**src/include/cpu_config.svh**
```systemverilog
`ifndef CPU_CONFIG_SVH
`define CPU_CONFIG_SVH

// Data and address width
`define XLEN 32

// Instruction memory, word addressed on the load port
`define IMEM_DEPTH 256
`define IMEM_AW 8

// Data memory, byte address taken modulo its size
`define DMEM_DEPTH 64
`define DMEM_AW 6

// Register index width
`define REG_ADDR_W 5

`endif

```
**src/design/memory_stage.sv**
```systemverilog
`timescale 1ns/100ps
`include "cpu_config.svh"

module memory_stage (
    input  logic                    CLK,
    input  logic                    RST,
    input  logic                    e_valid,
    input  logic [`XLEN-1:0]        e_pc,
    input  logic [`XLEN-1:0]        e_result,
    input  logic [`XLEN-1:0]        e_store_data,
    input  logic                    e_is_load,
    input  logic                    e_is_store,
    input  logic [`REG_ADDR_W-1:0]  e_rd,
    input  logic                    e_rd_we,
    output logic                    wb_we,
    output logic [`REG_ADDR_W-1:0]  wb_rd,
    output logic [`XLEN-1:0]        wb_data,
    output logic                    retire_valid,
    output logic [`XLEN-1:0]        retire_pc,
    output logic                    retire_we,
    output logic [`REG_ADDR_W-1:0]  retire_rd,
    output logic [`XLEN-1:0]        retire_data
);

    logic [`XLEN-1:0]    dmem [`DMEM_DEPTH];
    logic [`DMEM_AW-1:0] dmem_idx;
    logic [`XLEN-1:0]    load_data;

    assign dmem_idx  = e_result[`DMEM_AW+1:2]; // Address wraps at memory size
    assign load_data = dmem[dmem_idx];

    always_ff @(posedge CLK) begin
        if (e_valid && e_is_store) begin
            dmem[dmem_idx] <= e_store_data;
        end
    end

    // Writeback, also the bypass source for execute
    assign wb_we   = e_valid && e_rd_we;
    assign wb_rd   = e_rd;
    assign wb_data = e_is_load ? load_data : e_result;

    always_ff @(posedge CLK) begin
        if (RST) begin
            retire_valid <= 1'b0;
            retire_we    <= 1'b0;
        end else begin
            retire_valid <= e_valid;
            retire_we    <= wb_we;
        end
    end

    always_ff @(posedge CLK) begin
        retire_pc   <= e_pc;
        retire_rd   <= wb_we ? e_rd : '0; // Zero when nothing is written
        retire_data <= wb_we ? wb_data : '0;
    end

    a_word_aligned: assert property (
        @(posedge CLK) disable iff (RST)
        (e_valid && (e_is_load || e_is_store)) |-> e_result[1:0] == 2'b00
    ) else $error("misaligned data access at %h", e_result);

endmodule

```
**config.mk**
```make
export PLATFORM = sky130hd
export DESIGN_NAME = memory_stage
export DESIGN_NICKNAME = d
export VERILOG_FILES = /design/src/design/memory_stage.sv
export VERILOG_INCLUDE_DIRS = /design/src /design/src/include
export SDC_FILE = /design/constraint.sdc
export NUM_CORES = 2
export LEC_CHECK = 0
export BUFFER_PORTS_ARGS = -buffer_cell sky130_fd_sc_hd__buf_2
export CAP_MARGIN = 15
export CORE_UTILIZATION = 38
export DETAILED_ROUTE_END_ITERATION = 8
export HOLD_SLACK_MARGIN = 0.06
export PLACE_DENSITY = 0.59
export REMOVE_ABC_BUFFERS = 1
export SYNTH_ARGS = -nofsm -noshare
export SYNTH_HDL_FRONTEND = slang
export SYNTH_SLANG_ARGS = --single-unit
```
**constraint.sdc**
```tcl
create_clock -name CLK -period 3.6 [get_ports CLK]
set_input_delay 0 -clock CLK [delete_from_list [all_inputs] [get_ports CLK]]
set_output_delay 0 -clock CLK [all_outputs]
set_load 0.01 [all_outputs]
```
**Word-level counts from Yosys, hierarchy flattened**

Memory sizes are Yosys's and may differ from the RTL's.
Cells that the tools add are included.

- Register bits: 71
- Latch bits: 0
- Memory bits (writable): 2048
- Memory bits (read-only): 0
- Bits of input ports: 107
- Output and inout port bits: 109
- Memories: 1

Memory list:

| memory | depth | width | read ports | clocked after Yosys merged registers in | write ports | RTL line | RTL |
|---|---|---|---|---|---|---|---|
| dmem | 64 | 32 | 1 | 0 | 1 | memory_stage.sv:25 | `` logic [`XLEN-1:0] dmem [`DMEM_DEPTH]; `` |

- Add/sub/neg operators: 0
- Multipliers: 0
- Div/mod/pow operators: 0
- Magnitude comparators: 0
- Equality and inequality tests: 0
- Shift operators: 0
- Muxes and demuxes: 3
- Bitwise operators: 0
- Reduce and logical (&&, ||, !) cells: 2

Operators by type and width:

| operator | number |
|---|---|
| 2-to-1 mux 32 bit | 1 |
| logical AND 1 bit | 2 |
| 2-to-1 mux 1 bit | 2 |

**Depth between registers and ports, before layout**

- Depth after elaboration: 3
- Mapped depth: 11
- Depth with buffers taken out: 6

**Worst setup path after synthesis**

No wires, ideal clock.

- Kind: in2reg
- Start point: input e_result[4]
- End point: memory dmem[14][0] (netlist name) (enable)
- Library setup time: 421 ps
- Arrival: 2614 ps
- Required time: 3179 ps
- Path slack: 565 ps
- Cell stages on the path: 8
- Path buffers: 6
- Cell sequence: buf_6 -> buf_4 -> buf_2 -> buf_4 -> buf_4 -> buf_2 -> nand3_1 -> nor2_1

RTL lines:

| what | RTL line | RTL |
|---|---|---|
| start, declared | memory_stage.sv:9 | `` input logic [`XLEN-1:0] e_result, `` |
| end, declared | memory_stage.sv:25 |  |

No word-level cell before the write port.

**Worst setup path after layout**

- Start point: input e_result[7]
- End point: output wb_data[14]

- Cells in the longest elaborated chain, start to end: 2

Ends and longest elaborated chain:

| what | RTL line | RTL |
|---|---|---|
| memory read (64 x 32 bit) | n/a |  |
| 2-to-1 mux 32 bit | memory_stage.sv:41 | `assign wb_data = e_is_load ? load_data : e_result;` |
| end, declared | memory_stage.sv:17 | `` output logic [`XLEN-1:0] wb_data, `` |

No other way between the ends.

==> results.py <==
metrics = {
    "status": {
        "status": "completed",
    },
    "global_routing": {
        "grt-ovfl-total": 0,
        "grt_max_degree": 65,
        "antenna_found_initial": 20,
        "track_usage": 0.2647,
        "grt_pass1_wl_um": 396100,
        "grt_pass1_vias": 47440,
    },
    "synth": {
        "yosys_warnings": 0,
        "syn_area_sq_um": 81640,
        "synth_simple_gate_area_share": 0.03165,
        "async_reset_ff_frac": 0,
        "synth_xor_area_frac": 0,
        "synthAdderAreaFrac": 0,
        "synthFlopType": "edfxtp_1",
        "ys_ff_latch": 2119,
        "synth_compound_area_frac": 0.07726,
        "syn_area_per_cell_sq_um": 19.01,
        "synth.area.mux_share": 0.09758,
        "synthCells": 4294,
        "synth-edff-count": 2048,
        "synth_top_family_by_area": "multiplexers",
        "synth_cell_types": 80,
        "yosysSeqAreaShare": 0.7707,
    },
    "die": {
        "ios": 216,
        "fp.dieW_um": 465.5,
        "die_y_um": 465.5,
        "die-area_sq_um": 216700,
        "start_util": 0.3838,
        "rows": 169,
        "core_area_sq_um": 212700,
    },
    "routing": {
        "viasPerCell": 6.127,
        "dr.max_layer_used": "met5",
        "first_pass_iters": 6,
        "route.met2.wl_um": 131300,
        "routedWlPerCell_um": 35.86,
        "met3_wirelength_um": 36370,
        "drtIter0Drc": 7718,
        "antenna_left": 0,
        "wl_um": 290500,
        "wl_met1_um": 109400,
        "vias": 49630,
        "drcViolationCount": 0,
    },
    "power": {
        "pwr-share-clk": 0.427,
        "p_int_mw": 41.46,
        "p_comb_frac": 0.068,
        "switching_share": 0.2288,
        "cellPowerDensity_nw_per_um2": 543.1,
        "ir_drop_uv": 502.0,
        "p_sw_mw": 12.30,
        "seqPwrFrac": 0.506,
        "p_total_mw": 53.77,
        "leakagePower_nw": 32.61,
    },
    "sta": {
        "fmax_mhz": 281.6,
        "final-setup-viol-count": 0,
        "clock_skew_ns": 0.05036,
        "hold_viol": 0,
        "max-slew-margin-rel": 0.2005,
        "layout_setup_ws_ns": 0.04848,
        "rsz0062_at_grt": "false",
        "timing.final.crit_share": 0.9865,
        "post-route-min-period_ns": 3.552,
        "setup_tns_ns": 0,
        "tightest_slew_ns": 1.187,
        "report.final.slew_viol_count": 0,
    },
    "clock_network": {
        "cts_buffers": 216,
        "cts-htree-levels": 4,
        "tritoncts": "yes",
        "clk_pin_slew_worst_paths_ns": 0.06,
        "clock_path_buffers": 3,
        "postCtsSetupBuffers": 0,
        "cts-root-buf": "clkbuf_16",
        "clk_latency_ns": 0.89,
        "clock_sinks": 2119,
    },
    "placed_design": {
        "dp_slack_ns": 0.2235,
        "dp_cells": 7452,
        "hpwl_um": 176000,
        "port_buffers": 215,
        "gp_congestion": 0.8908,
    },
    "flow_run": {
        "maxCapViolCount": 0,
    },
    "finish": {
        "fin_nets": 5181,
        "drive_gt1_frac": 0.2726,
        "fin_cells": 8100,
        "nFillCells": 18070,
        "synthToLayoutAreaGrowth_pct": 21.27,
    },
    "hold_path": {
        "holdCritPathClass": "in -> reg",
    },
    "setup_path": {
        "crit_path_start_kind": "input port",
        "crit_required_ns": 3.60,
        "end_kind": "output pin",
        "worst-path-max-fanout": 20,
        "slowest_stage": "o21ai_0",
        "max_stage_delay_ns": 0.94,
        "timing.setup.critical_path_class": "in -> out",
        "path_cells": "buf_2 -> and3b_1 -> buf_4 -> a22oi_1 -> o21ai_0 -> nor4b_2 -> buf_4 -> nor2_1 -> buf_2",
        "cp_data_arrival_time_ns": 3.55,
    },
}
[Yosys cell counts (all sizes together), types with 8 or more instances]
| master | count | area [sq um] |
|---|---|---|
| a211oi | 15 | 117.6 |
| a21oi | 98 | 490.5 |
| a221o | 62 | 620.6 |
| a221oi | 162 | 1444 |
| a22o | 36 | 315.3 |
| a22oi | 122 | 915.9 |
| a31oi | 20 | 125.1 |
| a32oi | 8 | 70.07 |
| and2 | 15 | 93.84 |
| and3 | 16 | 100.1 |
| and3b | 13 | 113.9 |
| buf | 227 | 1538 |
| clkbuf | 78 | 292.8 |
| dfxtp | 71 | 1421 |
| edfxtp | 2048 | 61500 |
| mux2 | 137 | 1543 |
| mux2i | 230 | 2302 |
| mux4 | 183 | 4121 |
| nand2 | 112 | 420.4 |
| nand2b | 22 | 137.6 |
| nand3 | 26 | 130.1 |
| nand3b | 33 | 247.7 |
| nor2 | 137 | 526.8 |
| nor2b | 9 | 56.30 |
| nor3 | 32 | 165.2 |
| nor3b | 8 | 65.06 |
| nor4 | 15 | 156.4 |
| o2111ai | 10 | 87.58 |
| o211ai | 10 | 75.07 |
| o21ai | 68 | 340.3 |
| o221ai | 10 | 87.58 |
| o22a | 31 | 271.5 |
| o22ai | 104 | 650.6 |
| o2bb2ai | 17 | 148.9 |
| o31ai | 9 | 67.56 |
| or3b | 17 | 148.9 |
[final timing paths]
check | start | endpoint | slack [ns] | depth (start not counted)
max | e_result[7] | wb_data[14] | 0.05 | 9
min | e_store_data[11] | dmem[19][11] | 0.07 | 2
min reg2reg | dmem[31][9] | retire_data[9] | 0.99 | 4
max reg2reg | dmem[6][27] | retire_data[27] | 0.37 | 7
[critical path, delay by kind of cell]
family,cells,cell delay (ns)
AOI/OAI and AO/OA,2,1.06
buffers and inverters,4,1.34
and+or+nand+nor,3,1.11
[metal layers]
metal,vias to the layer above,track usage
li1,19450,-
met1,25880,0.3596
met2,3629,0.4073
met3,659,0.06432
met4,6,0.1096
met5,-,0
[area by class of cell]
cell class / instances / area [sq um] / share of cell area
Inverter: 8 / 41.29 / 0.0004171
Clock inverter: 131 / 1435 / 0.01450
Timing Repair Buffer: 867 / 7730 / 0.07808
Antenna cell: 12 / 30.03 / 0.0003033
Tap cell: 2821 / 3530 / 0.03565
Sequential cell: 2119 / 62920 / 0.6355
Multi-Input combinational cell: 1862 / 17480 / 0.1766
Clock buffer: 280 / 5838 / 0.05897
[cells by family (layout without fill, tap and decap cells)]
logic type	after synthesis	count (layout)
AO/OA/AOI/OAI	834	834
buffers and inverters	313	1286
flip-flops	2119	2119
multiplexers	550	550
other	0	12
AND/OR/NAND/NOR	478	478
[power by group through the flow]
stage                     Combinational (mW)  Sequential [mW]  Clock (mW)
after floorplan                         1.11             27.7           0
after global placement                  3.32             27.7           0
after detailed placement                3.35             27.7           0
after CTS                               3.56             27.2        23.1
after global routing                    3.75             27.2        24.0
final                                   3.65             27.2        22.9
[flip-flops by register name, summed over array words and instances, names as in the netlist]
signal,count
dmem,2048
retire_data,32
retire_pc,32
retire_rd,5
retire_valid,1
retire_we,1
[stage by stage]
stage                     instance area [sq um]    util  hold WS, ns
after floorplan                           79810       -            0
after global placement                    89360  0.4201       0.1018
after CTS                                 98870  0.4648      0.09153
final                                     99000  0.4654      0.07028
after detailed placement                  89360  0.4201       0.1038
after global routing                      98980  0.4653      0.07819
[what timing repair did]
action / 4_1_cts / 5_1_grt
gates cloned: 0 / 0
hold endpoints to repair: 1787 / 0
setup endpoints to repair: 4 / 1
hold buffers: 220 / 0
resized for setup: 4 / 1
[cells in the final DEF, fill, tap and decap left out, types with 70 or more instances in the layout]
cell           count
a21oi_1           98
a221oi_1         158
a22oi_1          122
buf_12            94
buf_2            211
buf_4            339
clkbuf_16        218
dfxtp_1           71
dlygate4sd3_1    220
edfxtp_1        2048
mux2_2           135
mux2i_1          230
mux4_2           183
nand2_1          110
nor2_1            70
o22ai_1          104
Note: power is estimated with default switching activity, not from simulation.
