==> config.mk <==
export PLATFORM = sky130hd
export DESIGN_NAME = decode_stage
export DESIGN_NICKNAME = d
export VERILOG_FILES = /design/src/design/cpu_pkg.sv /design/src/design/decode_stage.sv
export VERILOG_INCLUDE_DIRS = /design/src /design/src/include
export SDC_FILE = /design/constraint.sdc
export NUM_CORES = 2
export LEC_CHECK = 0
export BUFFER_PORTS_ARGS = -buffer_cell sky130_fd_sc_hd__buf_2
export CAP_MARGIN = 20
export CORE_UTILIZATION = 30
export DETAILED_ROUTE_END_ITERATION = 7
export PLACE_DENSITY = 0.47
export SYNTH_ARGS = -nofsm -noshare
export SYNTH_HDL_FRONTEND = slang
export SYNTH_SLANG_ARGS = --single-unit
==> constraint.sdc <==
create_clock -name CLK -period 4.3 [get_ports CLK]
set_input_delay 0.86 -clock CLK [delete_from_list [all_inputs] [get_ports CLK]]
set_output_delay 0.86 -clock CLK [all_outputs]
set_load 0.1 [all_outputs]
==> src/include/cpu_config.svh <==
`ifndef CPU_CONFIG_SVH
`define CPU_CONFIG_SVH

// Data and address width
`define XLEN 32

// Instruction memory, word addressed on the load port
`define IMEM_DEPTH 256
`define IMEM_AW 8

// Data memory, byte address taken modulo its size
`define DMEM_DEPTH 64
`define DMEM_AW 6

// Register index width
`define REG_ADDR_W 5

`endif

==> src/design/cpu_pkg.sv <==
package cpu_pkg;

    // RISC-V major opcodes that the core executes
    typedef enum logic [6:0] {
        OP_REG   = 7'b0110011,
        OP_IMM   = 7'b0010011,
        OP_LOAD  = 7'b0000011,
        OP_STORE = 7'b0100011
    } opcode_e;

    // ALU operations decoded from funct3 and funct7 bit 30
    typedef enum logic [3:0] {
        ALU_ADD  = 4'd0,
        ALU_SUB  = 4'd1,
        ALU_SLL  = 4'd2,
        ALU_SLT  = 4'd3,
        ALU_SLTU = 4'd4,
        ALU_XOR  = 4'd5,
        ALU_SRL  = 4'd6,
        ALU_SRA  = 4'd7,
        ALU_OR   = 4'd8,
        ALU_AND  = 4'd9
    } alu_op_e;

endpackage

==> src/design/decode_stage.sv <==
`timescale 1ns/100ps
`include "cpu_config.svh"

module decode_stage (
    input  logic                    CLK,
    input  logic                    RST,
    input  logic                    f_valid,
    input  logic [`XLEN-1:0]        f_pc,
    input  logic [`XLEN-1:0]        f_inst,
    input  logic                    wb_we,
    input  logic [`REG_ADDR_W-1:0]  wb_rd,
    input  logic [`XLEN-1:0]        wb_data,
    output logic                    d_valid,
    output logic [`XLEN-1:0]        d_pc,
    output cpu_pkg::alu_op_e        d_alu_op,
    output logic [`REG_ADDR_W-1:0]  d_rs1,
    output logic [`REG_ADDR_W-1:0]  d_rs2,
    output logic [`XLEN-1:0]        d_rs1_val,
    output logic [`XLEN-1:0]        d_rs2_val,
    output logic [`XLEN-1:0]        d_imm,
    output logic                    d_use_imm,
    output logic                    d_is_load,
    output logic                    d_is_store,
    output logic [`REG_ADDR_W-1:0]  d_rd,
    output logic                    d_rd_we
);

    cpu_pkg::opcode_e        opcode;
    cpu_pkg::alu_op_e        alu_op;
    logic [2:0]              funct3;
    logic [`REG_ADDR_W-1:0]  rs1, rs2, rd;
    logic [`XLEN-1:0]        imm_i, imm_s, imm;
    logic [`XLEN-1:0]        rs1_val, rs2_val;
    logic                    use_imm, is_load, is_store, writes;
    logic [`XLEN-1:0]        regs [32];

    // funct3 to ALU op; alt is funct7 bit 30, sub_ok only for R-type
    function automatic cpu_pkg::alu_op_e alu_sel(input logic [2:0] f3, input logic alt,
                                                 input logic sub_ok);
        case (f3)
            3'b000:  alu_sel = (alt && sub_ok) ? cpu_pkg::ALU_SUB : cpu_pkg::ALU_ADD;
            3'b001:  alu_sel = cpu_pkg::ALU_SLL;
            3'b010:  alu_sel = cpu_pkg::ALU_SLT;
            3'b011:  alu_sel = cpu_pkg::ALU_SLTU;
            3'b100:  alu_sel = cpu_pkg::ALU_XOR;
            3'b101:  alu_sel = alt ? cpu_pkg::ALU_SRA : cpu_pkg::ALU_SRL;
            3'b110:  alu_sel = cpu_pkg::ALU_OR;
            default: alu_sel = cpu_pkg::ALU_AND;
        endcase
    endfunction

    assign opcode = cpu_pkg::opcode_e'(f_inst[6:0]);
    assign funct3 = f_inst[14:12];
    assign rd     = f_inst[11:7];
    assign rs1    = f_inst[19:15];
    assign rs2    = f_inst[24:20];
    assign imm_i  = {{20{f_inst[31]}}, f_inst[31:20]};
    assign imm_s  = {{20{f_inst[31]}}, f_inst[31:25], f_inst[11:7]};

    always_comb begin
        alu_op   = cpu_pkg::ALU_ADD; // Unsupported opcodes become a no-op add
        imm      = imm_i;
        use_imm  = 1'b0;
        is_load  = 1'b0;
        is_store = 1'b0;
        writes   = 1'b0;
        case (opcode)
            cpu_pkg::OP_REG: begin
                alu_op = alu_sel(funct3, f_inst[30], 1'b1);
                writes = 1'b1;
            end
            cpu_pkg::OP_IMM: begin
                alu_op  = alu_sel(funct3, f_inst[30], 1'b0);
                use_imm = 1'b1;
                writes  = 1'b1;
            end
            cpu_pkg::OP_LOAD: begin
                use_imm = 1'b1;
                is_load = 1'b1;
                writes  = 1'b1;
            end
            cpu_pkg::OP_STORE: begin
                imm      = imm_s;
                use_imm  = 1'b1;
                is_store = 1'b1;
            end
            default: ;
        endcase
    end

    // Register file reads with write-through from writeback
    assign rs1_val = (wb_we && wb_rd == rs1 && rs1 != '0) ? wb_data : regs[rs1];
    assign rs2_val = (wb_we && wb_rd == rs2 && rs2 != '0) ? wb_data : regs[rs2];

    always_ff @(posedge CLK) begin
        if (RST) begin
            for (int i = 0; i < 32; i++) begin
                regs[i] <= '0;
            end
        end else if (wb_we && wb_rd != '0) begin
            regs[wb_rd] <= wb_data; // x0 stays zero
        end
    end

    always_ff @(posedge CLK) begin
        if (RST) begin
            d_valid    <= 1'b0;
            d_rd_we    <= 1'b0;
            d_is_load  <= 1'b0;
            d_is_store <= 1'b0;
        end else begin
            d_valid    <= f_valid;
            d_rd_we    <= f_valid && writes && rd != '0;
            d_is_load  <= f_valid && is_load;
            d_is_store <= f_valid && is_store;
        end
    end

    always_ff @(posedge CLK) begin
        d_pc      <= f_pc;
        d_alu_op  <= alu_op;
        d_rs1     <= rs1;
        d_rs2     <= rs2;
        d_rs1_val <= rs1_val;
        d_rs2_val <= rs2_val;
        d_imm     <= imm;
        d_use_imm <= use_imm;
        d_rd      <= rd;
    end

    // Write enable to x0 never comes back through the pipeline
    a_no_x0_write: assert property (
        @(posedge CLK) disable iff (RST) wb_we |-> wb_rd != '0
    ) else $error("write-back enabled a write to x0");

endmodule

### Word level (Yosys, flattened, before mapping)

Memory sizes are Yosys's and may differ from the RTL's.
Cells that the tools add are included.

* ROM bits: 0
* output and inout bits: 152
* memories: 1
* bits in latches: 0
* input bits: 105
* register bits after elaboration: 132
* memory bits (writable): 1024

* shift-type cells: 0
* bitwise operators: 0
* add/subtract/negate cells: 0
* equal/unequal tests: 12
* $lt $le $gt $ge: 0
* muxes and demuxes: 20
* multiply operators: 0
* div/mod/pow operators: 0
* reduce and logical (&&, ||, !) cells: 17

Memory list
* regs: depth 32, width 32, read ports 2, clocked after memory_dff 0, write ports 32, line decode_stage.sv:35 `` logic [`XLEN-1:0] regs [32]; ``

Operators with widths (number)
* $mux 32: 3
* $pmux 4 s7: 2
* $reduce_or 32->1: 1
* $reduce_bool 5->1: 4
* $eq 7x6->1 const B: 2
* $mux 1: 12
* $eq 5x5->1: 2
* $mux 5: 2
* $eq 3x3->1 const B: 3
* $logic_and 1x1->1: 9
* $pmux 4 s2: 1
* $eq 7x2->1 const B: 1
* $eq 7x5->1 const B: 1
* $eq 3x2->1 const B: 2
* $reduce_or 3->1: 2
* $eq 3x1->1 const B: 1
* $logic_not 3->1: 1

### Depth between registers and ports, before layout

* word-level depth: 7
* gate-level depth with buffers: 10
* gate-level depth less buffers: 5

### Worst setup path after synthesis

OpenSTA, ideal clock, no wires.

* kind: input port to flip-flop
* from: input wb_rd[0]
* to: memory regs[24][0] (netlist name) (enable)
* stages on the path: 5
* data arrival time: 2278 ps
* buffers on the path: 2
* setup slack: 1648 ps
* required time: 3925 ps
* setup time: 375 ps
* cell sequence: clkbuf_1 > or3_1 > clkbuf_1 > nor2_1 > or2_2

RTL lines
* start: declaration: line decode_stage.sv:11 `` input logic [`REG_ADDR_W-1:0] wb_rd, ``
* end: declaration: line decode_stage.sv:35

### Worst setup path in the final report

* from: input f_inst[15]
* to: register d_rs1_val[10]

* longest elaborated chain between the ends: 4

RTL lines
* start: declaration: line decode_stage.sv:9 `` input logic [`XLEN-1:0] f_inst, ``
* parallel branches: the longest is 3 deep, another holds $mem_v2 32x32
* $mux 32 *: line decode_stage.sv:92 `assign rs1_val = (wb_we && wb_rd == rs1 && rs1 != '0) ? wb_data : regs[rs1];`
* named net rs1_val[10]: line decode_stage.sv:33 `` logic [`XLEN-1:0] rs1_val, rs2_val; ``
* end signal: assignment: line decode_stage.sv:124 `d_rs1_val <= rs1_val;`
* end: declaration: line decode_stage.sv:18 `` output logic [`XLEN-1:0] d_rs1_val, ``

Mark *: on every way through the listed nets, which the timed path passes.
A chain may end at the register's enable or synchronous reset.

==> metrics.md <==
| Metric | Value |
|---|---|
| Crit path top cell by count | buf_12 |
| Tmin final | 2870 ps |
| DPL Wire Length | 135000 um |
| Critical Path End Type | flip-flop |
| Sw Share | 0.284 |
| FMAX | 0.349 GHz |
| CP cell instances | buf_8 > buf_12 > buf_12 > mux2i_1 > a22o_1 > a221oi_1 > o22ai_1 > o41ai_2 |
| Setup TNS | 0 ps |
| Clock sinks | 1156 |
| Tcrit/Tclk final | 0.667 |
| Initial antenna violation count | 31 |
| CP Launch Point | f_inst[15] |
| Met1 Use GR | 0.307 |
| Data arrival, critical path | 3520 ps |
| CP max stage cell | o41ai_2 |
| Worst slew margin | 0.319 |
| Hold depth | 1 |
| DRT Pass-1 Iters | 5 |
| Area growth from synthesis to layout | 16.0% |
| Reg power frac | 0.453 |
| Port Buffers | 256 |
| Detailed Route Iter0 Violations | 4255 |
| Final Setup Violations | 0 |
| P per Cell Area | 427 nW/um^2 |
| Largest net degree at the start of global routing | 72 |
| Worst path required time | 4950 ps |
| CP Class | input port to flip-flop |
| Origin of the critical flop-to-flop path | regs[0][10] |
| Seq/Total Area, Yosys | 0.564 |
| Met3 usage | 0.0289 |
| Syn_area_per_cell | 13.2 um^2 |
| Status | completed |
| Final Skew | 24.1 ps |
| WL/cell | 31.0 um |
| I/O pins | 257 |
| Row count | 162 |
| Clk buf depth | 3 |
| Reg area | 33400 um^2 |
| Vias | 39400 |
| Post-CTS Hold Buffers | 0 |
| Final ANT Viol Nets | 0 |
| Count of pins over their slew limit | 0 |
| Worst R2R Path Depth | 5 |
| Busiest grt layer | met2 |
| # H-tree levels | 4 |
| Worst-path fanout max | 54 |
| Worst IR Drop VDD | 0.322 mV |
| HP Class | input port to flip-flop |
| Total CTS buffers | 144 |
| Hold Fails Final Rpt | 0 |
| Vias in the first global route | 39300 |
| All-Layer GR Usage | 0.228 |
| Psw | 8.32 mW |
| Die Area | 199000 um^2 |
| Post-CTS setup buffer count | 0 |
| Register bit total from synthesis | 1156 |
| Max_cap viols | 0 |
| Pre-CTS setup slack | 723 ps |
| CTS tree | built |
| Final-stage net count | 4756 |
| Final worst slack | 1430 ps |
| Syn Std Cell Area | 59200 um^2 |
| Multi-input logic area | 23900 um^2 |
| Reg clk slew, reported paths | 60 ps |
| Cells after Synth | 4488 |
| Met2 usage | 0.375 |
| Yosys cell types | 50 |
| Routed WL | 230000 um |
| RSZ-0062 raised after global routing | false |
| Synth Warn # | 0 |
| Combinational share of power | 0.142 |
| Post_cts resized | 0 |
| Clk pwr share | 0.405 |
| Cell Int Power | 21.0 mW |
| Placeable Area | 195000 um^2 |
| Global-route wire length before repair | 316000 um |
| Share of cells above drive strength 1 | 0.196 |
| Leakage power | 25.7 nW |
| Fill count | 18900 |
| Worst slew pin tran | 1020 ps |
| RePlAce Congestion | 0.816 |
| Hold Startpoint | f_inst[31] |
| Critical path's largest stage delay | 590 ps |
| DRC | 0 |
| Global route overflow | 0 |
| Die height | 446 um |
| CP Launch Type | input port |
| Initial Utilization | 0.303 |
| Clk_lat worst skew | 810 ps |
| Root Driver | clkbuf_16 |
| Die X | 446 um |
| Vias per inst | 5.32 |
cell usage after synthesis (all sizes together):
cell        n  share of area
edfxtp   1024           0.52
and2      994           0.11
mux2i     770           0.13
clkbuf    307          0.020
nand2     169          0.011
buf       163          0.020
a22oi     161          0.020
dfxtp     132          0.045
mux4      128          0.049
a21oi      96         0.0081
a22o       96          0.014
a221oi     64         0.0095
o22ai      64         0.0068
nor2       44         0.0028
mux2       37         0.0070
a211oi     33         0.0042
nand4      33         0.0035
o21ai      33         0.0028
or2        33         0.0035
o41ai      32         0.0088
o221ai     31         0.0046
nor2b       6        0.00063
xnor2       6        0.00089
nand2b      4        0.00042
nand3b      4        0.00051
nor3        3        0.00025
or3b        3        0.00044
xor2        3        0.00044
nand3       2        0.00017
nor4        2        0.00021
or3         2        0.00030
a2111oi     1        0.00015
a21boi      1        0.00013
and3        1        0.00011
and4        1        0.00015
conb        1       0.000063
nand4b      1        0.00015
o211ai      1        0.00013
o311ai      1        0.00027
or4         1        0.00013
cell usage in the layout, fill, tap and decap left out, types with 37 or more instances in the layout:
master	count
dfxtp_1	132
a22oi_1	161
o22ai_1	64
a22o_1	96
a21oi_1	96
edfxtp_1	1024
and2_1	992
nand2_1	168
mux2i_1	770
clkbuf_16	146
buf_2	249
clkbuf_1	44
buf_4	152
mux4_2	128
mux2_2	37
a221oi_1	64
buf_12	52
critical path, delay by kind of cell:
| kind | cells | cell delay (ps) |
|---|---|---|
| buf+inv | 3 | 990 |
| compound gates | 4 | 1370 |
| mux | 1 | 150 |
layer usage:
| layer | vias to the layer above | wire, um |
|---|---|---|
| met2 | 1489 | 110000 |
| met1 | 20500 | 99000 |
| li1 | 17100 | - |
| met3 | 333 | 13800 |
| met4 | 0 | 6760 |
| met5 | - | 0 |
worst paths after layout:
path | end | slack, ps
setup / recovery | d_rs1_val[10] | 1430
hold / removal | d_imm[11] | 160
setup reg to reg | d_rs1_val[10] | 2220
hold reg to reg | d_rs1_val[5] | 870
stage by stage:
stage	area [um^2]	util	power (mW)	hold WS, ps	cells
floorplan	59300	-	16.2	783	4519
detailed placement	64000	0.328	17.7	846	7129
global route	68600	0.351	30.2	116	7396
global placement	64000	0.328	17.6	829	7128
CTS	68600	0.351	29.5	87.5	7391
finish	68600	0.351	29.3	156	7412
flip-flops by register name (all words and copies together) (netlist names), 4 cells and up:
register   count
regs        1024
d_pc          32
d_rs1_val     32
d_rs2_val     32
d_imm         12
d_rd           5
d_rs1          5
d_rs2          5
d_alu_op       4
power groups by stage:
stage                     registers [mW]  logic (mW)  clock network [mW]
after global placement              13.5        4.16                   0
after floorplan                     14.3        1.92                   0
final                               13.3        4.16                11.9
after detailed placement            13.5        4.17                   0
after global routing                13.3        4.33                12.5
after CTS                           13.3        4.18                12.1
final cells by class:
class | instances | share of cell area
multi-input combinational | 2893 | 0.348
timing repair buffer | 456 | 0.0506
clock inverter | 62 | 0.00831
sequential | 1156 | 0.487
antenna | 21 | 0.000766
tap | 2624 | 0.0478
clock buffer | 200 | 0.0577
logic make-up (layout without fill, tap and decap cells):
family                 after synthesis  after routing  synth area share
AND/OR/NAND/NOR                   1303           1303             0.129
flip-flops                        1156           1156             0.564
multiplexers                       935            935             0.186
AO/OA/AOI/OAI                      614            614            0.0800
buffers and inverters              470            718            0.0392
XOR/XNOR                             9              9           0.00133
other                                1             53         0.0000634
(Power assumes the default switching activity.)
