## src/include/cpu_config.svh

```systemverilog
`ifndef CPU_CONFIG_SVH
`define CPU_CONFIG_SVH

// Data and address width
`define XLEN 32

// Instruction memory, word addressed on the load port
`define IMEM_DEPTH 256
`define IMEM_AW 8

// Data memory, byte address taken modulo its size
`define DMEM_DEPTH 64
`define DMEM_AW 6

// Register index width
`define REG_ADDR_W 5

`endif

```

## src/design/cpu_pkg.sv

```systemverilog
package cpu_pkg;

    // RISC-V major opcodes that the core executes
    typedef enum logic [6:0] {
        OP_REG   = 7'b0110011,
        OP_IMM   = 7'b0010011,
        OP_LOAD  = 7'b0000011,
        OP_STORE = 7'b0100011
    } opcode_e;

    // ALU operations decoded from funct3 and funct7 bit 30
    typedef enum logic [3:0] {
        ALU_ADD  = 4'd0,
        ALU_SUB  = 4'd1,
        ALU_SLL  = 4'd2,
        ALU_SLT  = 4'd3,
        ALU_SLTU = 4'd4,
        ALU_XOR  = 4'd5,
        ALU_SRL  = 4'd6,
        ALU_SRA  = 4'd7,
        ALU_OR   = 4'd8,
        ALU_AND  = 4'd9
    } alu_op_e;

endpackage

```

## src/design/execute_stage.sv

```systemverilog
`timescale 1ns/100ps
`include "cpu_config.svh"

module execute_stage (
    input  logic                    CLK,
    input  logic                    RST,
    input  logic                    d_valid,
    input  logic [`XLEN-1:0]        d_pc,
    input  cpu_pkg::alu_op_e        d_alu_op,
    input  logic [`REG_ADDR_W-1:0]  d_rs1,
    input  logic [`REG_ADDR_W-1:0]  d_rs2,
    input  logic [`XLEN-1:0]        d_rs1_val,
    input  logic [`XLEN-1:0]        d_rs2_val,
    input  logic [`XLEN-1:0]        d_imm,
    input  logic                    d_use_imm,
    input  logic                    d_is_load,
    input  logic                    d_is_store,
    input  logic [`REG_ADDR_W-1:0]  d_rd,
    input  logic                    d_rd_we,
    input  logic                    wb_we,
    input  logic [`REG_ADDR_W-1:0]  wb_rd,
    input  logic [`XLEN-1:0]        wb_data,
    output logic                    e_valid,
    output logic [`XLEN-1:0]        e_pc,
    output logic [`XLEN-1:0]        e_result,
    output logic [`XLEN-1:0]        e_store_data,
    output logic                    e_is_load,
    output logic                    e_is_store,
    output logic [`REG_ADDR_W-1:0]  e_rd,
    output logic                    e_rd_we
);

    logic [`XLEN-1:0] op_a, rs2_fwd, op_b, alu_out;
    logic [4:0]       shamt;

    // Bypass from the instruction now in memory/writeback
    assign op_a    = (wb_we && wb_rd == d_rs1 && d_rs1 != '0) ? wb_data : d_rs1_val;
    assign rs2_fwd = (wb_we && wb_rd == d_rs2 && d_rs2 != '0) ? wb_data : d_rs2_val;
    assign op_b    = d_use_imm ? d_imm : rs2_fwd;
    assign shamt   = op_b[4:0];

    always_comb begin
        case (d_alu_op)
            cpu_pkg::ALU_ADD:  alu_out = op_a + op_b; // Also load/store address
            cpu_pkg::ALU_SUB:  alu_out = op_a - op_b;
            cpu_pkg::ALU_SLL:  alu_out = op_a << shamt;
            cpu_pkg::ALU_SLT:  alu_out = {31'd0, $signed(op_a) < $signed(op_b)};
            cpu_pkg::ALU_SLTU: alu_out = {31'd0, op_a < op_b};
            cpu_pkg::ALU_XOR:  alu_out = op_a ^ op_b;
            cpu_pkg::ALU_SRL:  alu_out = op_a >> shamt;
            cpu_pkg::ALU_SRA:  alu_out = $signed(op_a) >>> shamt;
            cpu_pkg::ALU_OR:   alu_out = op_a | op_b;
            cpu_pkg::ALU_AND:  alu_out = op_a & op_b;
            default:           alu_out = '0;
        endcase
    end

    always_ff @(posedge CLK) begin
        if (RST) begin
            e_valid    <= 1'b0;
            e_is_load  <= 1'b0;
            e_is_store <= 1'b0;
            e_rd_we    <= 1'b0;
        end else begin
            e_valid    <= d_valid;
            e_is_load  <= d_valid && d_is_load;
            e_is_store <= d_valid && d_is_store;
            e_rd_we    <= d_valid && d_rd_we;
        end
    end

    always_ff @(posedge CLK) begin
        e_pc         <= d_pc;
        e_result     <= alu_out;
        e_store_data <= rs2_fwd; // Store data sees the bypass too
        e_rd         <= d_rd;
    end

    a_alu_op_known: assert property (
        @(posedge CLK) disable iff (RST)
        d_valid |-> (!$isunknown(d_alu_op) && d_alu_op <= cpu_pkg::ALU_AND)
    ) else $error("unknown ALU op on a valid instruction");

endmodule

```

## config.mk

```make
export PLATFORM = sky130hd
export DESIGN_NAME = execute_stage
export DESIGN_NICKNAME = d
export VERILOG_FILES = /design/src/design/cpu_pkg.sv /design/src/design/execute_stage.sv
export VERILOG_INCLUDE_DIRS = /design/src /design/src/include
export SDC_FILE = /design/constraint.sdc
export NUM_CORES = 1
export LEC_CHECK = 0
export ABC_AREA = 1
export BUFFER_PORTS_ARGS = -buffer_cell sky130_fd_sc_hd__buf_2
export CORE_MARGIN = 3
export CORE_UTILIZATION = 30
export DETAILED_ROUTE_END_ITERATION = 8
export GPL_TIMING_DRIVEN = 0
export MAX_ROUTING_LAYER = met4
export SETUP_SLACK_MARGIN = 0.15
export SLEW_MARGIN = 5
export SYNTH_ARGS = -nofsm -noshare
export SYNTH_HDL_FRONTEND = slang
export SYNTH_SLANG_ARGS = --single-unit
export TNS_END_PERCENT = 50
```

## constraint.sdc

```tcl
create_clock -name CLK -period 6.74 [get_ports CLK]
set_clock_uncertainty 0.1 [all_clocks]
set_input_delay 1.011 -clock CLK [delete_from_list [all_inputs] [get_ports CLK]]
set_output_delay 1.011 -clock CLK [all_outputs]
set_load 0.02 [all_outputs]
```

Word level (Yosys, flattened, before mapping)
Index checks and enable logic that the tools add are counted.
{"block": "totals", "regBits": 105, "latchBits": 0, "ram_bits": 0, "rom_bits": 0, "input_bits": 192, "out_inout_bits": 105, "word_cells": 43, "memories": 0}
{"block": "classes", "n_addsub": 2, "multipliers": 0, "n_div": 0, "magnitude_cmp": 2, "n_eq_ne": 11, "n_shift": 3, "mux": 4, "bitwise_logic": 3, "n_reduce_logical": 10}
{"op": "$pmux W32 S10", "count": 1}
{"op": "$mux W32", "count": 3}
{"op": "$lt A32 B32 Y1", "count": 2}
{"op": "$add A32 B32 Y32", "count": 1}
{"op": "$and A32 B32 Y32", "count": 1}
{"op": "$or A32 B32 Y32", "count": 1}
{"op": "$shl A32 B5 Y32", "count": 1}
{"op": "$shr A32 B5 Y32", "count": 1}
{"op": "$sshr A32 B5 Y32", "count": 1}
{"op": "$sub A32 B32 Y32", "count": 1}
{"op": "$xor A32 B32 Y32", "count": 1}
{"op": "$eq A4 B3 Y1 const B", "count": 4}
{"op": "$eq A5 B5 Y1", "count": 2}
{"op": "$reduce_bool A5 Y1", "count": 2}
{"op": "$eq A4 B2 Y1 const B", "count": 2}
{"op": "$eq A4 B4 Y1 const B", "count": 2}
{"op": "$logic_and A1 B1 Y1", "count": 7}
{"op": "$eq A4 B1 Y1 const B", "count": 1}
{"op": "$logic_not A4 Y1", "count": 1}

Longest topological paths before layout
Gate-level depths: netlist (run 1).
{"block": "depth", "word_depth": 7, "mapped_depth": 32, "depth_no_buf": 28}

Worst setup path after synthesis (run 1)
Ideal clock, no wire load.
{"block": "synth_path", "kind": "input to register", "startpoint": "in d_rs2[2]", "endpoint": "reg e_result[27]", "setup_time_ns": 0.114, "t_arrival_ns": 4.151, "path_slack_ns": 2.374, "stages": 27, "path_cell_list": "nor2_1 > nand2_1 > nand2_1 > nand2_1 > nand3_4 > buf_6 > buf_2 > mux2_2 > nand2_1 > o21ai_0 > ha_1 > clkbuf_1 > nor2_1 > inv_1 > nor2_1 > inv_1 > nor3_1 > nand3_1 > nand4_1 > nand2_1 > nand2_1 > a21oi_1 > or2_2 > nand3_1 > nand2_1 > inv_1 > nand2_1"}
{"block": "synth_via", "elab_chain_cells": 7, "word_cells_on_any_way": 15}
{"item": "start: declaration", "line": "execute_stage.sv:11", "rtl": "input logic [`REG_ADDR_W-1:0] d_rs2,"}
{"item": "$eq A5 B5 Y1", "line": "execute_stage.sv:38", "rtl": "assign rs2_fwd = (wb_we && wb_rd == d_rs2 && d_rs2 != '0) ? wb_data : d_rs2_val;"}
{"item": "$logic_and A1 B1 Y1", "line": "execute_stage.sv:38"}
{"item": "$logic_and A1 B1 Y1 *", "line": "execute_stage.sv:38"}
{"item": "$mux W32 *", "line": "execute_stage.sv:38"}
{"item": "named net rs2_fwd[13]", "line": "execute_stage.sv:33", "rtl": "logic [`XLEN-1:0] op_a, rs2_fwd, op_b, alu_out;"}
{"item": "$mux W32 *", "line": "execute_stage.sv:39", "rtl": "assign op_b = d_use_imm ? d_imm : rs2_fwd;"}
{"item": "$sub A32 B32 Y32 / $add A32 B32 Y32 (equally long branches)", "line": "execute_stage.sv:45, execute_stage.sv:44"}
{"item": "$pmux W32 S10 *", "line": "execute_stage.sv:43", "rtl": "case (d_alu_op)"}
{"item": "named net alu_out[27]", "line": "execute_stage.sv:33"}
{"item": "end signal: assignment", "line": "execute_stage.sv:74", "rtl": "e_result <= alu_out;"}
{"item": "end: declaration", "line": "execute_stage.sv:25", "rtl": "output logic [`XLEN-1:0] e_result,"}
Mark *: on every way through the listed nets, which the timed path passes. The rest lies on a longest branch.
A chain may end at the register's enable or synchronous reset.

Final worst setup path (run 1)
{"block": "layout_path", "startpoint": "in wb_rd[3]", "endpoint": "reg e_result[9]"}
{"block": "layout_via", "elab_chain_cells": 7, "word_cells_on_any_way": 18}
{"item": "start: declaration", "line": "execute_stage.sv:21", "rtl": "input logic [`REG_ADDR_W-1:0] wb_rd,"}
{"item": "$eq A5 B5 Y1 *", "line": "execute_stage.sv:38"}
{"item": "$logic_and A1 B1 Y1 * (2 in a row)", "line": "execute_stage.sv:38"}
{"item": "$mux W32 *", "line": "execute_stage.sv:38"}
{"item": "named net rs2_fwd[4]", "line": "execute_stage.sv:33"}
{"item": "$mux W32 *", "line": "execute_stage.sv:39"}
{"item": "$sub A32 B32 Y32, or another cell as far along", "line": "execute_stage.sv:45", "rtl": "cpu_pkg::ALU_SUB: alu_out = op_a - op_b;"}
{"item": "$pmux W32 S10 *", "line": "execute_stage.sv:43"}
{"item": "named net alu_out[9]", "line": "execute_stage.sv:33"}
Marks and branches as above.

==> flow_metrics.tcl, run 1 <==
set metrics [dict create \
    synth_top_area_share_pct 16.6 \
    yosys_warnings 0 \
    post_cts_buffers 0 \
    finalHoldViolCount 0 \
    grt_usage_pct 32.9 \
    gp_congestion 1.07 \
    drive_above_1_share_pct 19.4 \
    whs_ns 0.598 \
    die-area_um2 46900 \
    power_frac_comb_pct 54.2 \
    ant_nets 0 \
    hp-class "in2reg" \
    first_pass_iters 8 \
    synth_edf_count 0 \
    clockPowerShare_pct 20.5 \
    die_h_um 217 \
    power.total_uw 2730 \
    hold-path-endpoint "e_rd[0]$_DFF_P_" \
    core.rowCount 76 \
    yosysSeqAreaShare_pct 15.8 \
    p_per_area_nw_per_um2 172 \
    hold_start "d_rd[0]" \
    finalSetupTns_ns 0 \
    finalNetCount 2874 \
    rsz0062_at_grt "no" \
    worst_setup_path_end_kind "flip-flop" \
    p_int_uw 1360 \
    vdd_ir_drop_max_mv 0.153 \
    drc_errors 0 \
    startpoint_type "input port" \
    worstPathRequired_ns 6.91 \
    synth-seq-cells 105 \
    vias 17543 \
    areaGrowthSynthToFinish_pct 19.1 \
    path_common_cell "nand2_1" \
    overflow 0 \
    clock_path_buffers 2 \
    synthFlopType "dfxtp_1" \
    grt_max_degree 22 \
    drt_iter0_markers 1699 \
    htreeDepth 3 \
    port_buffers 296 \
    synthArstFlopShare_pct 0 \
    die_w_um 217 \
    ctsResizeCount 0 \
    slew_headroom_pct 7.43 \
    fin_crit_ns 5.95 \
    synth_area_um2 13300 \
    crit_type "in2reg" \
    arrival_ns 6.12 \
    n_fill_cell 4956 \
    cts_root_buf "clkbuf_16" \
    postPlaceCellArea_um2 15500 \
    path_clk_slew_ns 0.09 \
    post-route-period-util_pct 88.3 \
    final_common_cell "nand2_1" \
    io_pins 297 \
    slowest_stage "nor4_1" \
    p_sw_share_pct 50.1 \
    setup_ws_ns 0.791 \
    cts_num_sinks 105 \
    maxCapViolCount 0 \
    cts_tree "done" \
    tightest_slew_ns 1.38 \
    dp_hpwl_um 64100 \
    design_area_um2 15900 \
    p_seq_share_pct 25.3 \
    max_freq_mhz 168 \
    grt_pass1_wl_um 111000 \
    antenna_found_initial 4 \
    synth_area_leaders "nand2_1 (17%), dfxtp_1 (16%), nand3_1 (13%)" \
    layout_common_cells "nand2_1 (590), nand3_1 (353), buf_2 (328), inv_1 (302), nor2_1 (143)" \
    synth_area_leader_cell "nand2_1" \
    holdPathStages 1 \
    viasPerCell 5.52 \
    crit_fanout 11 \
    cts_hold_buffers 0 \
    critPathMaxStageDelay_ns 1.05 \
    coreArea_um2 43500 \
    synthDistinctLibCells 62 \
    p_leak_uw 0.00851 \
    status "complete, no violations" \
    p_sw_uw 1360 \
    cts-buffers-inserted 9 \
    grt_pass1_vias 16706 \
    wire_per_inst_um 24.3 \
    place_ws_ns 0.501 \
    drv_slew 0 \
    setup_viol 0 \
    synth.avg_cell_area_um2 5.86 \
    initial_utilization_pct 30.6 \
    synth_nets 2566 \
    wirelength_um 77100 \
    synth_cells 2273 \
]
==> Yosys cell counts, types with 4 or more instances <==
| library cell | instances |
|---|---|
| a2111oi_0 | 4 |
| a21o_1 | 7 |
| a21oi_1 | 129 |
| a221oi_1 | 12 |
| buf_1 | 6 |
| buf_2 | 32 |
| buf_4 | 17 |
| buf_6 | 18 |
| clkbuf_1 | 29 |
| dfxtp_1 | 105 |
| ha_1 | 99 |
| inv_1 | 302 |
| inv_2 | 13 |
| mux2_2 | 12 |
| nand2_1 | 590 |
| nand2_2 | 31 |
| nand2_4 | 4 |
| nand3_1 | 353 |
| nand3_2 | 18 |
| nand4_1 | 24 |
| nor2_1 | 143 |
| nor2_2 | 8 |
| nor2_4 | 4 |
| nor3_1 | 13 |
| nor4_1 | 5 |
| o2111ai_1 | 4 |
| o211ai_1 | 10 |
| o21a_1 | 21 |
| o21ai_0 | 137 |
| o21ai_1 | 14 |
| o21ai_2 | 7 |
| o21bai_1 | 9 |
| o221ai_1 | 9 |
| o22ai_1 | 22 |
| o31ai_1 | 4 |
| or2_2 | 12 |
| xor2_1 | 7 |
==> cell type report <==
class	count	area (um2)	share of cell area, %
multi-input cells	1746	9370	59.1
flip-flops and latches	105	2100	13.3
repair buffers	297	1490	9.41
inverters	319	1200	7.57
well taps	585	732	4.62
plain buffers	103	637	4.02
clock buffers	9	225	1.42
clock inverters	7	81.3	0.513
diodes	5	12.5	0.0789
==> metrics by stage <==
step                util (%)  instances
CTS                     36.5       3171
finish                  36.5       3176
detailed placement      35.8       3155
global route            36.5       3175
floorplan                  -       2273
global placement        35.7       3154
==> routing by layer <==
layer	track usage [%]	vias up	wire (um)
met1	38.5	8271	30000
met2	53.2	966	35600
met4	17.4	0	4780
met5	-	-	0
li1	-	8100	-
met3	6.52	206	6770
==> state kept, by name (all words and copies together) (netlist names) <==
signal / cells
e_pc: 32
e_result: 32
e_store_data: 32
e_rd: 5
e_is_load: 1
e_is_store: 1
e_rd_we: 1
e_valid: 1
==> how the worst max path moves through the flow <==
stage / start / endpoint / slack (ns) / cells after the start
floorplan: d_rs2[2] / e_result[27]$_DFF_P_ / 2.37 / 27
global placement: wb_rd[3] / e_result[9]$_DFF_P_ / 0.57 / 29
detailed placement: wb_rd[3] / e_result[9]$_DFF_P_ / 0.50 / 29
CTS: wb_rd[3] / e_result[9]$_DFF_P_ / 0.93 / 29
global route: wb_rd[3] / e_result[9]$_DFF_P_ / 0.55 / 29
finish: wb_rd[3] / e_result[9]$_DFF_P_ / 0.79 / 29
==> worst max-delay path: cells and delay by family <==
family,cells,cell delay (ns)
AND/OR/NAND/NOR,15,2.67
buffers and inverters,7,1.27
AO/OA/AOI/OAI,6,0.83
adder cells (fa/ha/maj),1,0.30
==> power by group through the flow <==
stage                     clock network [uW]  logic, uW  registers [uW]
after global placement                     0       1430             703
after CTS                                577       1440             690
after floorplan                            0        815             776
final                                    559       1480             688
after detailed placement                   0       1430             704
after global routing                     600       1590             694
==> cell families (layout without fill, tap and decap cells) <==
group / Yosys count / in the layout / share of synthesized area (%)
AND/OR/NAND/NOR: 1218 / 1218 / 41.2
buffers and inverters: 422 / 735 / 13.8
flip-flops: 105 / 105 / 15.8
other: 0 / 5 / 0
adder cells (fa/ha/maj): 101 / 101 / 9.61
XOR/XNOR: 8 / 8 / 0.526
multiplexers: 12 / 12 / 1.02
AO/OA/AOI/OAI: 407 / 407 / 18.1
(Power assumes the default switching activity.)
==> inputs of run 2 (changes only) <==
--- a/config.mk
+++ b/config.mk
@@ -6,13 +6,15 @@
 export SDC_FILE = /design/constraint.sdc
 export NUM_CORES = 1
 export LEC_CHECK = 0
-export ABC_AREA = 1
 export BUFFER_PORTS_ARGS = -buffer_cell sky130_fd_sc_hd__buf_2
+export CELL_PAD_IN_SITES_DETAIL_PLACEMENT = 1
+export CELL_PAD_IN_SITES_GLOBAL_PLACEMENT = 1
 export CORE_MARGIN = 3
 export CORE_UTILIZATION = 30
 export DETAILED_ROUTE_END_ITERATION = 8
 export GPL_TIMING_DRIVEN = 0
 export MAX_ROUTING_LAYER = met4
+export PLACE_DENSITY_LB_ADDON = 0.1
 export SETUP_SLACK_MARGIN = 0.15
 export SLEW_MARGIN = 5
 export SYNTH_ARGS = -nofsm -noshare
==> flow_metrics.tcl, run 2 <==
set metrics [dict create \
    power_frac_comb_pct 52.2 \
    path_clk_slew_ns 0.09 \
    setup_ws_ns 0.180 \
    dp_hpwl_um 54500 \
    fin_crit_ns 6.56 \
    rsz0062_at_grt "yes" \
    synth_area_leader_cell "dfxtp_1" \
    core.rowCount 72 \
    synth_nets 1808 \
    initial_utilization_pct 30.5 \
    reg.largest.list "e_pc (32), e_result (32), e_store_data (32)" \
    setup_viol 0 \
    grt_pass1_wl_um 94900 \
    synth_top_area_share_pct 17.8 \
    die_h_um 205 \
    p_seq_share_pct 25.7 \
    grt_max_degree 23 \
    yosys-top-cells-count "mux2i_1 (150), nand2_1 (133), a21oi_1 (118)" \
    antenna_found_initial 1 \
    finalHoldViolCount 0 \
    startpoint_type "input port" \
    ant_nets 0 \
    slew_headroom_pct 10.8 \
    p_sw_uw 1260 \
    synth_area_leaders "dfxtp_1 (18%), mux2i_1 (13%), ha_1 (10%)" \
    power.total_uw 2670 \
    status "complete, no violations" \
    cts-buffers-inserted 9 \
    critPathCapture "e_result[26]$_DFF_P_" \
    viasPerCell 5.85 \
    drv_slew 0 \
    place_ws_ns -1.53 \
    areaGrowthSynthToFinish_pct 21.7 \
    final_common_cell "buf_2" \
    synthArstFlopShare_pct 0 \
    port_buffers 295 \
    worstPathRequired_ns 6.89 \
    synth-seq-cells 105 \
    crit_fanout 20 \
    synth_area_um2 11800 \
    p_per_area_nw_per_um2 185 \
    cts_tree "done" \
    die_w_um 205 \
    synthFlopType "dfxtp_1" \
    cts_num_sinks 105 \
    n_fill_cell 4853 \
    maxCapViolCount 0 \
    tightest_slew_ns 1.33 \
    whs_ns 0.602 \
    synth.avg_cell_area_um2 7.82 \
    drive_above_1_share_pct 25.8 \
    coreArea_um2 38800 \
    cp-startpoint "d_rs2[0]" \
    postPlaceCellArea_um2 14000 \
    drt_iter0_markers 1264 \
    design_area_um2 14400 \
    finalNetCount 2113 \
    overflow 0 \
    clockPowerShare_pct 22.1 \
    cts_root_buf "clkbuf_16" \
    drc_errors 0 \
    p_int_uw 1410 \
    grt_pass1_vias 13741 \
    vias 13716 \
    synth_edf_count 0 \
    synth.most_common_cell "mux2i_1" \
    diodes 0 \
    io_pins 297 \
    max_freq_mhz 152 \
    vdd_ir_drop_max_mv 0.127 \
    wirelength_um 66700 \
    synthDistinctLibCells 80 \
    grt_usage_pct 31.7 \
    first_pass_iters 6 \
    hp-class "in2reg" \
    htreeDepth 3 \
    p_leak_uw 0.00659 \
    layout_common_cells "buf_2 (315), mux2i_1 (138), nand2_1 (133), a21oi_1 (118), nor2_1 (113)" \
    gp_congestion 1.04 \
    yosys_warnings 0 \
    synth_cells 1515 \
    die-area_um2 41900 \
    crit_type "in2reg" \
    final_util_pct 37.1 \
    p_sw_share_pct 47.3 \
    clock_path_buffers 2 \
    yosysSeqAreaShare_pct 17.8 \
    arrival_ns 6.71 \
    wire_per_inst_um 28.5 \
    worst_setup_path_end_kind "flip-flop" \
    post-route-period-util_pct 97.3 \
]
run 2: what timing repair did:
item | in CTS | in global routing
hold buffers | 0 | 0
resized for setup | 19 | 15
pin swaps | 0 | 2
setup endpoints to repair | 21 | 12
endpoints found under the hold margin | 0 | 0
setup buffers | 0 | 1
run 2: logic make-up after synthesis:
| logic type | Yosys count | share of synthesized area, % |
|---|---|---|
| AO/OA/AOI/OAI | 458 | 25.7 |
| XOR/XNOR | 33 | 2.44 |
| adder cells (fa/ha/maj) | 101 | 10.8 |
| buffers and inverters | 202 | 7.14 |
| flip-flops | 105 | 17.8 |
| multiplexers | 235 | 21.6 |
| AND/OR/NAND/NOR | 381 | 14.5 |
run 2: final cells by class:
cell class,count,area [um2],area share [%]
inverters,99,377,2.61
multi-input cells,1208,9010,62.5
clock buffers,9,225,1.56
repair buffers,296,1480,10.3
well taps,518,648,4.50
plain buffers,101,475,3.30
clock inverters,7,93.8,0.651
flip-flops and latches,105,2100,14.6
run 2: power by group through the flow:
stage	combinational [uW]	clock (uW)	sequential, uW
detailed placement	1340	0	701
floorplan	751	0	774
finish	1390	591	686
global route	1470	631	691
CTS	1350	613	687
global placement	1340	0	699
run 2: worst min-delay path by stage:
| stage | cells after the start | end | startpoint |
|---|---|---|---|
| detailed placement | 1 | e_pc[28]$_DFF_P_ | d_pc[28] |
| CTS | 1 | e_pc[19]$_DFF_P_ | d_pc[19] |
| floorplan | 0 | e_pc[0]$_DFF_P_ | d_pc[0] |
| finish | 1 | e_rd[3]$_DFF_P_ | d_rd[3] |
| global placement | 1 | e_pc[10]$_DFF_P_ | d_pc[10] |
| global route | 1 | e_pc[8]$_DFF_P_ | d_pc[8] |
run 2: critical path, cell delays in order:
cell	delay, ns
buf_2	0.13
nor4_2	0.35
o21ba_2	0.26
a22oi_1	0.08
and3_1	0.30
inv_1	0.16
buf_2	0.35
buf_4	0.38
ha_1	0.25
inv_1	0.07
fa_1	0.48
a211oi_1	0.41
o21ai_0	0.22
a31o_2	0.31
nor4b_1	0.16
a211oi_2	0.46
o2111ai_2	0.26
nand2_1	0.13
o31ai_1	0.11
xnor2_1	0.20
a221oi_2	0.41
o21ai_1	0.20
run 2: layer usage:
layer	global-route usage [%]	up-vias	part of all wire, %	wire [um]
met4	13.4	0	4.5	2990
met5	-	-	0	0
met1	41.5	6814	44	29400
met2	49.1	640	45	29800
li1	-	6131	-	-
met3	4.40	131	6.7	4490
run 2: through the flow:
stage          TNS, ns  instances
2_1_floorplan        0       1515
3_3_place_gp    -16.21       2328
3_5_place_dp    -16.06       2328
4_1_cts              0       2342
5_1_grt              0       2343
6_report             0       2343
==> inputs of run 3 (changes only) <==
--- a/config.mk
+++ b/config.mk
@@ -11,6 +11,7 @@
 export CELL_PAD_IN_SITES_GLOBAL_PLACEMENT = 1
 export CORE_MARGIN = 3
 export CORE_UTILIZATION = 30
+export CTS_BUF_LIST = sky130_fd_sc_hd__clkbuf_8
 export DETAILED_ROUTE_END_ITERATION = 8
 export GPL_TIMING_DRIVEN = 0
 export MAX_ROUTING_LAYER = met4
==> flow_metrics.tcl, run 3 (synthesized netlist as in run 2, its figures left out) <==
set metrics [dict create \
    status "complete, no violations" \
    worstPathRequired_ns 6.96 \
    finalHoldViolCount 0 \
    power_frac_comb_pct 54.9 \
    gp_congestion 1.04 \
    ant_nets 0 \
    die_h_um 205 \
    coreArea_um2 38800 \
    crit_chain "buf_2 > nor4_2 > o21ba_2 > a22oi_1 > and3_1 > inv_1 > buf_2 > buf_4 > ha_1 > inv_1 > fa_1 > a211oi_1 > o21ai_0 > a31o_2 > nor4b_1 > a211oi_2 > o2111ai_2 > nand2_1 > o31ai_1 > xnor2_1 > a221oi_2 > o21ai_1" \
    htreeDepth 3 \
    first_pass_iters 5 \
    overflow 0 \
    final_common_cell "buf_2" \
    finalSetupTns_ns 0 \
    viasPerCell 5.83 \
    port_buffers 295 \
    stdcell_count 2348 \
    initial_utilization_pct 30.5 \
    die_w_um 205 \
    drt_iter0_markers 1257 \
    vias 13680 \
    areaGrowthSynthToFinish_pct 21.1 \
    die-area_um2 41900 \
    reg.largest.list "e_pc (32), e_result (32), e_store_data (32)" \
    io_pins 297 \
    grt_pass1_wl_um 94700 \
    critPathMaxStageDelay_ns 0.48 \
    rsz0062_at_grt "yes" \
    dp_hpwl_um 54500 \
    placed_cells 2328 \
    p_per_area_nw_per_um2 177 \
    p_sw_uw 1250 \
    cts_root_buf "clkbuf_8" \
    cts_num_sinks 105 \
    whs_ns 0.535 \
    p_seq_share_pct 27.1 \
    startpoint_type "input port" \
    grt_max_degree 23 \
    clock_path_buffers 2 \
    grt_usage_pct 31.7 \
    drv_slew 0 \
    post-route-period-util_pct 96.5 \
    p_sw_share_pct 49.2 \
    p_int_uw 1290 \
    grt_pass1_vias 13734 \
    fin_crit_ns 6.51 \
    max_freq_mhz 154 \
    tightest_slew_ns 1.42 \
    drc_errors 0 \
    clockPowerShare_pct 18.0 \
    core.rowCount 72 \
    layout_common_cells "buf_2 (313), mux2i_1 (138), nand2_1 (133), a21oi_1 (118), nor2_1 (113)" \
    slew_headroom_pct 4.35 \
    crit_fanout 20 \
    cts_tree "done" \
    vdd_ir_drop_max_mv 0.0949 \
    drive_above_1_share_pct 25.9 \
    worst_setup_path_end_kind "flip-flop" \
    maxCapViolCount 0 \
    slowest_stage "fa_1" \
    p_leak_uw 0.00657 \
    path_clk_slew_ns 0.13 \
    cts-buffers-inserted 9 \
    arrival_ns 6.73 \
    wire_per_inst_um 28.4 \
    finalNetCount 2117 \
    setup_viol 0 \
    hp-class "in2reg" \
    crit_type "in2reg" \
    wirelength_um 66800 \
    antenna_found_initial 1 \
]
## run 3: final cells by class
| cell class | count | area, um2 |
|---|---|---|
| fill | 4875 | 24500 |
| multi-input combinational | 1208 | 9000 |
| sequential | 105 | 2100 |
| timing repair buffer | 300 | 1510 |
| tap | 518 | 648 |
| buffer | 101 | 475 |
| inverter | 99 | 377 |
| clock buffer | 9 | 124 |
| clock inverter | 7 | 93.8 |
| antenna | 1 | 2.50 |
## run 3: repair_timing
action                                  4_1_cts  5_1_grt
buffers inserted                              0        5
gates resized for setup                      15       18
endpoints found under the setup margin       20       10
pin swaps                                     0        3
hold buffers                                  0        0
## run 3: final timing paths
kind | cells after the start | end | slack (ns) | from
setup / recovery | 22 | e_result[26]$_DFF_P_ | 0.23 | d_rs2[0]
hold / removal | 1 | e_rd[3]$_DFF_P_ | 0.54 | d_rd[3]
## run 3: per-layer routing
layer	global-route usage, %	vias to the layer above	share of wire (%)
li1	-	6146	-
met1	41.1	6778	44
met2	48.2	638	44
met3	4.62	118	7.0
met4	15.5	0	5.2
met5	-	-	0
## run 3: power by group through the flow
stage               logic [uW]  registers [uW]  clock network [uW]
CTS                       1350             687                 480
finish                    1390             686                 456
global placement          1340             699                   0
floorplan                  751             774                   0
detailed placement        1340             701                   0
global route              1470             691                 496
## run 3: worst max-delay path, delay by kind of cell
family                   cells  cell delay [ns]
buffers and inverters        5             1.08
XOR/XNOR                     1             0.20
AND/OR/NAND/NOR              4             0.97
adder cells (fa/ha/maj)      2             0.73
AO/OA/AOI/OAI               10             2.72
## run 3: stage by stage
step                util [%]  setup WS (ns)  instance area (um2)  power, uW
finish                  36.9          0.235                14300       2540
global route            36.9          0.141                14300       2660
CTS                     36.6         0.0982                14200       2520
detailed placement      36.0          -1.53                14000       2040
global placement        36.0          -1.58                14000       2040
floorplan                  -           1.16                11800       1530
